File: config.mk
export PLATFORM = sky130hd
export DESIGN_NAME = rvc_expander
export DESIGN_NICKNAME = d
export VERILOG_FILES = /design/src/source/rvc_pkg.sv /design/src/source/rvc_quadrant0.sv /design/src/source/rvc_quadrant1.sv /design/src/source/rvc_quadrant2.sv /design/src/source/rvc_expander.sv
export SDC_FILE = /design/constraint.sdc
export NUM_CORES = 1
export LEC_CHECK = 0
export BUFFER_PORTS_ARGS = -buffer_cell sky130_fd_sc_hd__buf_4
export CAP_MARGIN = 20
export CORE_UTILIZATION = 39
export CTS_CLUSTER_DIAMETER = 60
export DETAILED_ROUTE_END_ITERATION = 8
export PLACE_DENSITY = 0.58
export SYNTH_ARGS = -nofsm -noshare
export SYNTH_HDL_FRONTEND = slang
export SYNTH_SLANG_ARGS = --single-unit
File: constraint.sdc
create_clock -name clk_i -period 7.1 [get_ports clk_i]
set_input_delay 1.775 -clock clk_i [delete_from_list [all_inputs] [get_ports clk_i]]
set_output_delay 1.775 -clock clk_i [all_outputs]
set_load 0.02 [all_outputs]
File: src/source/rvc_pkg.sv
package rvc_pkg;

	localparam int instr_w = 32;
	localparam int cinstr_w = 16;
	localparam int reg_w = 5;

	// major opcodes, instruction bits 6..2
	typedef enum logic [4:0] {
		load      = 5'b00000,
		load_fp   = 5'b00001,
		op_imm    = 5'b00100,
		op_imm_32 = 5'b00110,
		store     = 5'b01000,
		store_fp  = 5'b01001,
		op        = 5'b01100,
		lui       = 5'b01101,
		op_32     = 5'b01110,
		branch    = 5'b11000,
		jalr      = 5'b11001,
		jal       = 5'b11011,
		system    = 5'b11100
	} opcode_t;

	localparam logic [reg_w-1:0] reg_zero = 5'd0;
	localparam logic [reg_w-1:0] reg_ra = 5'd1;
	localparam logic [reg_w-1:0] reg_sp = 5'd2;

	// 3-bit compressed register field selects x8..x15
	function automatic logic [reg_w-1:0] rvc_creg(input logic [2:0] creg);
		return {2'b01, creg};
	endfunction

	// funct3 1xx are stores, the low bits pick the fp or integer flavour
	function automatic opcode_t mem_opcode(input logic [2:0] funct3, input bit rv64);
		logic fp;
		fp = rv64 ? ~funct3[1] : funct3[0];
		if (funct3[2])
			return fp ? store_fp : store;
		return fp ? load_fp : load;
	endfunction

	// 010 for word accesses, 011 for double
	function automatic logic [2:0] mem_funct3(input logic [2:0] funct3, input bit rv64);
		return {2'b01, rv64 ? funct3[0] : ~funct3[1]};
	endfunction

	function automatic logic [instr_w-1:0] enc_r(input opcode_t opc, input logic [reg_w-1:0] rd,
		input logic [2:0] funct3, input logic [reg_w-1:0] rs1, input logic [reg_w-1:0] rs2,
		input logic [6:0] funct7);
		return {funct7, rs2, rs1, funct3, rd, opc, 2'b11};
	endfunction

	function automatic logic [instr_w-1:0] enc_i(input opcode_t opc, input logic [reg_w-1:0] rd,
		input logic [2:0] funct3, input logic [reg_w-1:0] rs1, input logic [11:0] imm);
		return {imm, rs1, funct3, rd, opc, 2'b11};
	endfunction

	function automatic logic [instr_w-1:0] enc_s(input opcode_t opc, input logic [2:0] funct3,
		input logic [reg_w-1:0] rs1, input logic [reg_w-1:0] rs2, input logic [11:0] imm);
		return {imm[11:5], rs2, rs1, funct3, imm[4:0], opc, 2'b11};
	endfunction

	// imm holds offset bits 12..1
	function automatic logic [instr_w-1:0] enc_b(input opcode_t opc, input logic [2:0] funct3,
		input logic [reg_w-1:0] rs1, input logic [reg_w-1:0] rs2, input logic [11:0] imm);
		return {imm[11], imm[9:4], rs2, rs1, funct3, imm[3:0], imm[10], opc, 2'b11};
	endfunction

	function automatic logic [instr_w-1:0] enc_u(input opcode_t opc, input logic [reg_w-1:0] rd,
		input logic [19:0] imm);
		return {imm, rd, opc, 2'b11};
	endfunction

	// imm holds offset bits 20..1
	function automatic logic [instr_w-1:0] enc_j(input opcode_t opc, input logic [reg_w-1:0] rd,
		input logic [19:0] imm);
		return {imm[19], imm[9:0], imm[10], imm[18:11], rd, opc, 2'b11};
	endfunction

endpackage

File: src/source/rvc_quadrant0.sv
`timescale 1ns/100ps

module rvc_quadrant0 import rvc_pkg::*; #(
	parameter bit rv64 = 1'b1
) (
	input  logic [cinstr_w-1:0] cinstr_i,
	output logic [instr_w-1:0]  instr_o,
	output logic                illegal_o
);

	logic [2:0] f3;
	logic [2:0] width_f3;
	logic dbl;
	logic [11:0] imm_4spn;
	logic [11:0] imm_mem;

	assign f3 = cinstr_i[15:13];
	assign width_f3 = mem_funct3(f3, rv64);
	assign dbl = width_f3[0];

	assign imm_4spn = {2'b00, cinstr_i[10:7], cinstr_i[12:11], cinstr_i[5], cinstr_i[6], 2'b00};

	// bit 6 of the halfword lands on offset bit 7 or bit 2 depending on access size
	assign imm_mem = {4'b0000, dbl & cinstr_i[6], cinstr_i[5], cinstr_i[12:10],
		~dbl & cinstr_i[6], 2'b00};

	always_comb begin
		instr_o = '0;
		illegal_o = 1'b0;
		case (f3)
			3'b000: begin
				if (cinstr_i == '0)
					illegal_o = 1'b1;
				else
					instr_o = enc_i(op_imm, rvc_creg(cinstr_i[4:2]), 3'b000, reg_sp, imm_4spn);
			end
			3'b001, 3'b010, 3'b011:
				instr_o = enc_i(mem_opcode(f3, rv64), rvc_creg(cinstr_i[4:2]), width_f3,
					rvc_creg(cinstr_i[9:7]), imm_mem);
			3'b100:
				illegal_o = 1'b1;
			default:
				instr_o = enc_s(mem_opcode(f3, rv64), width_f3, rvc_creg(cinstr_i[9:7]),
					rvc_creg(cinstr_i[4:2]), imm_mem);
		endcase
	end

endmodule

File: src/source/rvc_quadrant1.sv
`timescale 1ns/100ps

module rvc_quadrant1 import rvc_pkg::*; #(
	parameter bit rv64 = 1'b1
) (
	input  logic [cinstr_w-1:0] cinstr_i,
	output logic [instr_w-1:0]  instr_o,
	output logic                illegal_o
);

	logic [2:0] f3;
	logic [reg_w-1:0] rd;
	logic [reg_w-1:0] rd_c;
	logic [reg_w-1:0] rs2_c;
	logic [11:0] imm_i;
	logic [11:0] imm_shamt;
	logic [11:0] imm_sp16;
	logic [19:0] imm_u;
	logic [19:0] imm_j;
	logic [11:0] imm_b;
	logic [2:0] alu_f3;
	logic [6:0] alu_f7;

	assign f3 = cinstr_i[15:13];
	assign rd = cinstr_i[11:7];
	assign rd_c = rvc_creg(cinstr_i[9:7]);
	assign rs2_c = rvc_creg(cinstr_i[4:2]);

	assign imm_i = {{6{cinstr_i[12]}}, cinstr_i[12], cinstr_i[6:2]};
	assign imm_u = {{14{cinstr_i[12]}}, cinstr_i[12], cinstr_i[6:2]};

	// bit 10 of the halfword sets the arithmetic shift
	assign imm_shamt = {1'b0, cinstr_i[10], 4'b0000, cinstr_i[12], cinstr_i[6:2]};

	assign imm_sp16 = {{3{cinstr_i[12]}}, cinstr_i[4:3], cinstr_i[5], cinstr_i[2], cinstr_i[6],
		4'b0000};

	// offset bits 11..1, sign extended
	assign imm_j = {{9{cinstr_i[12]}}, cinstr_i[12], cinstr_i[8], cinstr_i[10:9], cinstr_i[6],
		cinstr_i[7], cinstr_i[2], cinstr_i[11], cinstr_i[5:3]};

	// offset bits 8..1, sign extended
	assign imm_b = {{4{cinstr_i[12]}}, cinstr_i[12], cinstr_i[6:5], cinstr_i[2], cinstr_i[11:10],
		cinstr_i[4:3]};

	// sub xor or and
	assign alu_f3 = {|cinstr_i[6:5], cinstr_i[6], &cinstr_i[6:5]};
	assign alu_f7 = {1'b0, ~|cinstr_i[6:5], 5'b00000};

	always_comb begin
		instr_o = '0;
		illegal_o = 1'b0;
		case (f3)
			3'b000:
				instr_o = enc_i(op_imm, rd, 3'b000, rd, imm_i);
			3'b001: begin
				if (rv64)
					instr_o = enc_i(op_imm_32, rd, 3'b000, rd, imm_i);
				else
					instr_o = enc_j(jal, reg_ra, imm_j);
			end
			3'b010:
				instr_o = enc_i(op_imm, rd, 3'b000, reg_zero, imm_i);
			3'b011: begin
				if (rd == reg_sp)
					instr_o = enc_i(op_imm, reg_sp, 3'b000, reg_sp, imm_sp16);
				else
					instr_o = enc_u(lui, rd, imm_u);
			end
			3'b100: begin
				case (cinstr_i[11:10])
					2'b00, 2'b01:
						instr_o = enc_i(op_imm, rd_c, 3'b101, rd_c, imm_shamt);
					2'b10:
						instr_o = enc_i(op_imm, rd_c, 3'b111, rd_c, imm_i);
					default: begin
						if (!cinstr_i[12])
							instr_o = enc_r(op, rd_c, alu_f3, rd_c, rs2_c, alu_f7);
						else if (rv64 && !cinstr_i[6])
							instr_o = enc_r(op_32, rd_c, 3'b000, rd_c, rs2_c,
								{1'b0, ~cinstr_i[5], 5'b00000});
						else
							illegal_o = 1'b1;
					end
				endcase
			end
			3'b101:
				instr_o = enc_j(jal, reg_zero, imm_j);
			default:
				instr_o = enc_b(branch, {2'b00, f3[0]}, rd_c, reg_zero, imm_b);
		endcase
	end

endmodule

File: src/source/rvc_quadrant2.sv
`timescale 1ns/100ps

module rvc_quadrant2 import rvc_pkg::*; #(
	parameter bit rv64 = 1'b1
) (
	input  logic [cinstr_w-1:0] cinstr_i,
	output logic [instr_w-1:0]  instr_o,
	output logic                illegal_o
);

	logic [2:0] f3;
	logic [2:0] width_f3;
	logic dbl;
	logic [reg_w-1:0] rd;
	logic [reg_w-1:0] rs2;
	logic [11:0] imm_slli;
	logic [11:0] imm_lsp;
	logic [11:0] imm_ssp;

	assign f3 = cinstr_i[15:13];
	assign width_f3 = mem_funct3(f3, rv64);
	assign dbl = width_f3[0];
	assign rd = cinstr_i[11:7];
	assign rs2 = cinstr_i[6:2];

	assign imm_slli = {6'b000000, cinstr_i[12], cinstr_i[6:2]};

	// sp offsets are zero extended
	assign imm_lsp = {3'b000, dbl & cinstr_i[4], cinstr_i[3:2], cinstr_i[12], cinstr_i[6:5],
		~dbl & cinstr_i[4], 2'b00};
	assign imm_ssp = {3'b000, dbl & cinstr_i[9], cinstr_i[8:7], cinstr_i[12:10],
		~dbl & cinstr_i[9], 2'b00};

	always_comb begin
		instr_o = '0;
		illegal_o = 1'b0;
		case (f3)
			3'b000:
				instr_o = enc_i(op_imm, rd, 3'b001, rd, imm_slli);
			3'b001, 3'b010, 3'b011:
				instr_o = enc_i(mem_opcode(f3, rv64), rd, width_f3, reg_sp, imm_lsp);
			3'b100: begin
				if (rd == reg_zero && rs2 != reg_zero)
					illegal_o = 1'b1;
				else if (!cinstr_i[12] && rs2 == reg_zero)
					instr_o = enc_i(jalr, reg_zero, 3'b000, rd, 12'h000);
				else if (!cinstr_i[12])
					instr_o = enc_r(op, rd, 3'b000, reg_zero, rs2, 7'b0000000);
				else if (rd == reg_zero)
					instr_o = enc_i(system, reg_zero, 3'b000, reg_zero, 12'h001);
				else if (rs2 == reg_zero)
					instr_o = enc_i(jalr, reg_ra, 3'b000, rd, 12'h000);
				else
					instr_o = enc_r(op, rd, 3'b000, rd, rs2, 7'b0000000);
			end
			default:
				instr_o = enc_s(mem_opcode(f3, rv64), width_f3, reg_sp, rs2, imm_ssp);
		endcase
	end

endmodule

File: src/source/rvc_expander.sv
`timescale 1ns/100ps

module rvc_expander import rvc_pkg::*; #(
	parameter bit rv64 = 1'b1
) (
	input  logic               clk_i,
	input  logic               rst_n_i,
	input  logic               valid_i,
	input  logic [instr_w-1:0] instr_i,
	output logic               valid_o,
	output logic [instr_w-1:0] instr_o,
	output logic               illegal_o,
	output logic               compressed_o
);

	logic [instr_w-1:0] q0_instr;
	logic [instr_w-1:0] q1_instr;
	logic [instr_w-1:0] q2_instr;
	logic q0_illegal;
	logic q1_illegal;
	logic q2_illegal;
	logic [instr_w-1:0] sel_instr;
	logic sel_illegal;
	logic [instr_w-1:0] nxt_instr;
	logic nxt_compressed;

	rvc_quadrant0 #(.rv64(rv64)) u_rvc_quadrant0 (
		.cinstr_i  (instr_i[cinstr_w-1:0]),
		.instr_o   (q0_instr),
		.illegal_o (q0_illegal)
	);

	rvc_quadrant1 #(.rv64(rv64)) u_rvc_quadrant1 (
		.cinstr_i  (instr_i[cinstr_w-1:0]),
		.instr_o   (q1_instr),
		.illegal_o (q1_illegal)
	);

	rvc_quadrant2 #(.rv64(rv64)) u_rvc_quadrant2 (
		.cinstr_i  (instr_i[cinstr_w-1:0]),
		.instr_o   (q2_instr),
		.illegal_o (q2_illegal)
	);

	always_comb begin
		case (instr_i[1:0])
			2'b00: begin
				sel_instr = q0_instr;
				sel_illegal = q0_illegal;
			end
			2'b01: begin
				sel_instr = q1_instr;
				sel_illegal = q1_illegal;
			end
			2'b10: begin
				sel_instr = q2_instr;
				sel_illegal = q2_illegal;
			end
			default: begin
				// full-width word, untouched
				sel_instr = instr_i;
				sel_illegal = 1'b0;
			end
		endcase
	end

	assign nxt_instr = sel_illegal ? '0 : sel_instr;
	assign nxt_compressed = ~&instr_i[1:0];

	always_ff @(posedge clk_i) begin
		if (!rst_n_i) begin
			valid_o <= 1'b0;
			instr_o <= '0;
			illegal_o <= 1'b0;
			compressed_o <= 1'b0;
		end else begin
			valid_o <= valid_i;
			// hold the last result between strobes
			if (valid_i) begin
				instr_o <= nxt_instr;
				illegal_o <= sel_illegal;
				compressed_o <= nxt_compressed;
			end
		end
	end

endmodule

Yosys cells after proc, flatten, opt, wreduce, memory -nomap -nowiden

Cells that the tools add are included.
Widths: inputs -> output; s select.

Bits in registers: 35
Input bits: 35
Output and inout bits: 35
Logic and storage cells: 73

Eq/ne operators: 10
Muxes and demuxes: 32
Bitwise gates (word level): 8
Reductions and logical operators: 19

Operators with widths:

| operator           | number |
|---|---|
| $pmux 32 s3        | 2 |
| $pmux 32 s6        | 1 |
| $mux 32            | 5 |
| $pmux 30 s3        | 1 |
| $pmux 32 s2        | 1 |
| $mux 31            | 2 |
| $mux 30            | 1 |
| $mux 29            | 1 |
| $mux 25            | 1 |
| $logic_not 16->1   | 1 |
| $mux 5             | 3 |
| $mux 1             | 12 |
| $logic_not 5->1    | 2 |
| $and 1x1->1        | 6 |
| $eq 3x2->1 const B | 2 |
| $eq 3x3->1 const B | 2 |
| $reduce_or 3->1    | 2 |
| $eq 5x2->1 const B | 1 |
| $reduce_bool 5->1  | 1 |
| $reduce_or 5->1    | 1 |
| $eq 2x1->1 const B | 2 |
| $eq 2x2->1 const B | 2 |
| $logic_not 2->1    | 2 |
| $reduce_and 2->1   | 2 |
| other kinds (8)    | 13 |

Depth between registers and ports, before layout

Word-level depth: 9
Mapped depth: 10
Gate-level depth less buffers: 8

By module

A second synthesis with hierarchy kept.

Cells, all modules: 441
Area total of the unflattened synthesis: 3,648.5 µm²

Modules (own cells, without submodules):

| module        | instances | cells an instance | area an instance (µm²) | sequential area each (µm²) |
|---|---|---|---|---|
| rvc_expander  | 1         | 190               | 2,134.5                | 700.7 |
| rvc_quadrant1 | 1         | 130               | 785.8                  | 0.0 |
| rvc_quadrant2 | 1         | 67                | 394.1                  | 0.0 |
| rvc_quadrant0 | 1         | 54                | 334.1                  | 0.0 |

Least setup slack after synthesis

No wires, ideal clock.

Path kind: input -> register
Start: input instr_i[1]
End: register instr_o[18]
Setup time: 121 ps
Arrival time: 3,355 ps
Required time: 6,979 ps
Path slack: 3,624 ps
Cell stages on the path: 8
Buffers on the path: 0
Cells stage by stage: inv_1 -> ha_1 -> and4b_1 -> a21boi_2 -> a221o_1 -> or3_1 -> a21oi_1 -> o31ai_1

Longest elaborated chain between the ends: 5
Elaborated cells on any way between the ends: 9
Those cells by class: eq/ne: 2; mux: 5; reduce/logical: 2

Ends and longest elaborated chain:

| what                   | line                | text |
|---|---|---|
| start: declaration     | rvc_expander.sv:9   | `input logic [instr_w-1:0] instr_i,` |
| $logic_not 16->1       | rvc_quadrant0.sv:32 | `if (cinstr_i == '0)` |
| $mux 1                 | rvc_quadrant0.sv:32 |  |
| $pmux 1 s2             | rvc_quadrant0.sv:30 | `case (f3)` |
| $pmux 1 s3             | rvc_expander.sv:46  | `case (instr_i[1:0])` |
| $mux 32 *              | rvc_expander.sv:67  | `assign nxt_instr = sel_illegal ? '0 : sel_instr;` |
| end signal: assignment | rvc_expander.sv:80  | `instr_o <= nxt_instr;` |
| end: declaration       | rvc_expander.sv:11  | `output logic [instr_w-1:0] instr_o,` |

Mark *: on every way between the ends. The rest lies on a longest branch, timed or not.
A chain may end at the register's enable or synchronous reset.

Worst setup path after layout

Start: input instr_i[0]
End: register instr_o[16]

Longest elaborated chain between the ends: 5
Elaborated cells on any way between the ends: 11
Those cells by class: eq/ne: 2; mux: 7; reduce/logical: 2

Ends and longest elaborated chain:

| what                                             | line |
|---|---|
| $logic_not 16->1                                 | rvc_quadrant0.sv:32 |
| $mux 30 / $mux 1 (equally long branches)         | rvc_quadrant0.sv:32 |
| $pmux 30 s3 / $pmux 1 s2 (equally long branches) | rvc_quadrant0.sv:30 |
| $pmux 32 s3 / $pmux 1 s3 (equally long branches) | rvc_expander.sv:46 |
| $mux 32 *                                        | rvc_expander.sv:67 |

Marked as above.

==> results_dict.tcl <==
set metrics [dict create \
    synthMuxAreaShare 0.0107 \
    syn_area_per_cell_um2 7.04 \
    clkSinkCount 35 \
    finalCriticalPeriod_ns 4.10 \
    antenna_found_initial 0 \
    htreeDepth 2 \
    postCtsSetupBuffers 0 \
    grt_usage 0.308 \
    relSlewSlack 0.346 \
    gp_congestion 0.987 \
    max-cap-violations 0 \
    dr.pass1.iters 5 \
    cts_tree "yes" \
    worstPathArrival_ns 4.30 \
    power_density_nw_per_um2 157 \
    grt_pass1_vias 3177 \
    r2r_end "instr_o[24]" \
    hold_class "reg -> reg" \
    worst-path-max-fanout 36 \
    grt_pass1_wl_um 17800 \
    synthDistinctLibCells 70 \
    area_delta_synth_final_pct 20.3 \
    fill_cells 751 \
    insertion_delay_ns 0.30 \
    routedWlPerCell_um 21.3 \
    ir_worst_vdd_mv 0.0954 \
    drc 0 \
    fp-row-count 31 \
    cts_resized 0 \
    dpl_cell_area_um2 3410 \
    initial_core_util 0.402 \
    worstSetupPathType "in -> reg" \
    reg2regPathDepth 5 \
    worst_pin_slew_ns 0.977 \
    cts-buffers-inserted 5 \
    final.period_utilization 0.578 \
    drive_above_1_share 0.211 \
    total_power_uw 551 \
    synthXorXnorAreaFrac 0 \
    finalSetupViolCount 0 \
    clockBufferDepth 2 \
    core-area_um2 7250 \
    p_leak_nw 1.41 \
    grt_overflow 0 \
    wirelength_um 11800 \
    dp_hpwl_um 8260 \
    hold_buffers 0 \
    final_nets 494 \
    num_antenna_cells 0 \
    cts_root_buffer "clkbuf_8" \
    r2r_start "instr_o[24]" \
    ant_nets 0 \
    finClkSkew_ns 0 \
    cp.required_ns 7.30 \
    ys_seq_area_frac 0.241 \
    synth_area_um2 2910 \
    die_h_um 88.4 \
    place_inst 546 \
    viasPerCell 6.38 \
    synthAdderAreaFrac 0.0215 \
    initialDrtViolationCount 423 \
    synthesis.nets 454 \
    fp.dieW_um 88.4 \
    synthFlopType "dfxtp_1" \
    synth_enable_flop_cells 0 \
    vias 3537 \
    status "completed" \
    synth_top_family_by_area "compound AO/OA/AOI/OAI gates" \
    grt_max_degree 37 \
    yosysWarnings 0 \
    postLayoutCellArea_um2 3500 \
    port_buffers 69 \
    timing.fmax_mhz 244 \
    critical_path.startpoint_type "input port" \
    ios 70 \
    cts.clk_slew.worst_paths_ns 0.08 \
    critPathCapture "instr_o[16]" \
    regToRegSetupSlack_ns 6.02 \
    final_util 0.483 \
    finalMaxSlewViolations 0 \
    instances_no_fill 554 \
    hold_viol 0 \
    crit_path_start "instr_i[0]" \
    critPathCaptureType "flop" \
    rsz0062_at_grt "no" \
    yosys.area_share.simple 0.247 \
    finalSetupTns_ns 0 \
    ys_ff_latch 35 \
    synth-compound-area-share 0.405 \
    die-area_um2 7820 \
    synthArstFlopShare 0 \
    synthesis.instances 414 \
]
## flip-flops by register name, indices dropped and copies added (netlist names)
name / count
illegal_o: 1
compressed_o: 1
valid_o: 1
instr_o: 32
## worst min-delay path by stage
stage	cells after the start	start	to	slack, ns
2_1_floorplan	2	instr_o[17]	instr_o[17]	0.52
4_1_cts	2	instr_o[23]	instr_o[23]	0.46
3_5_place_dp	2	instr_o[3]	instr_o[3]	0.45
3_3_place_gp	2	instr_o[21]	instr_o[21]	0.44
5_1_grt	2	instr_o[5]	instr_o[5]	0.49
6_report	2	instr_o[29]	instr_o[29]	0.46
## final cells by class
| class | instances | area, µm² | area share |
|---|---|---|---|
| Multi-Input combinational cell | 327 | 2000 | 0.570 |
| Sequential cell | 35 | 701 | 0.200 |
| Timing Repair Buffer | 72 | 541 | 0.154 |
| Tap cell | 99 | 124 | 0.0354 |
| Clock buffer | 5 | 68.8 | 0.0196 |
| Inverter | 13 | 48.8 | 0.0139 |
| Clock inverter | 3 | 23.8 | 0.00679 |
## synth_stat cells (3+ instances only)
library cell  count  area, µm²
nand2_1          65        244
o21ai_0          43        215
dfxtp_1          35        701
a21oi_1          30        150
clkbuf_1         26       97.6
nor2_1           24       90.1
inv_1            13       48.8
nand3_1          12       60.1
a22o_1           11       96.3
nand2b_1          9       56.3
a31oi_1           8       50.1
a21o_1            6       45.0
a22oi_1           6       45.0
nor3_1            6       30.0
o31ai_1           6       45.0
a221oi_1          5       43.8
buf_1             5       18.8
buf_2             5       25.0
ha_1              5       62.6
nor2b_1           5       31.3
a211oi_1          4       30.0
a32o_1            4       40.0
nand4_1           4       25.0
o211ai_1          4       30.0
o21a_1            4       30.0
a32oi_1           3       26.3
and2_1            3       18.8
o21ai_1           3       15.0
o221ai_1          3       26.3
o22ai_1           3       18.8
## routing by layer
metal / wire, µm / track usage
met1: 4760 / 0.409
met2: 5280 / 0.471
met3: 1200 / 0.0625
met4: 538 / 0.160
met5: 0 / 0
## where the power goes
| part | switching, mW | leakage [nW] | internal [mW] |
|---|---|---|---|
| clock | 0.0861 | 0.0408 | 0.0702 |
| sequential | 0.00641 | 0.287 | 0.208 |
| combinational | 0.113 | 1.08 | 0.0666 |
## critical path, cell delays in order
cell and delay [ns]:
buf_4 0.12, ha_1 0.18, buf_4 0.25, inv_1 0.56, nand3_1 0.23, o211ai_1 0.84, a31oi_1 0.09, a22o_1 0.23
## logic make-up (layout without fill, tap and decap cells)
group / count (synthesis) / after routing
buf+inv: 52 / 93
fa+ha+maj: 5 / 5
mux: 3 / 3
flops: 35 / 35
simple gates: 147 / 147
compound gates: 172 / 172
## metrics by stage
step,hold WS (ns),setup slack (ns)
after floorplan,0.524,3.62
after global placement,0.438,2.81
after detailed placement,0.447,2.74
after CTS,0.465,3.06
after global routing,0.489,2.80
final,0.460,3.00
## placed cells by master, fill, tap and decap left out, types with 6 or more instances in the layout
cell type / instances
nand2_1: 65
nand3_1: 12
buf_4: 72
a22oi_1: 6
o21ai_0: 43
a21oi_1: 30
o31ai_1: 6
nand2b_1: 9
a31oi_1: 8
dfxtp_1: 35
nor3_1: 6
a21o_1: 6
inv_1: 13
nor2_1: 24
a22o_1: 11
No activity file was read; power rests on OpenSTA's default activity.
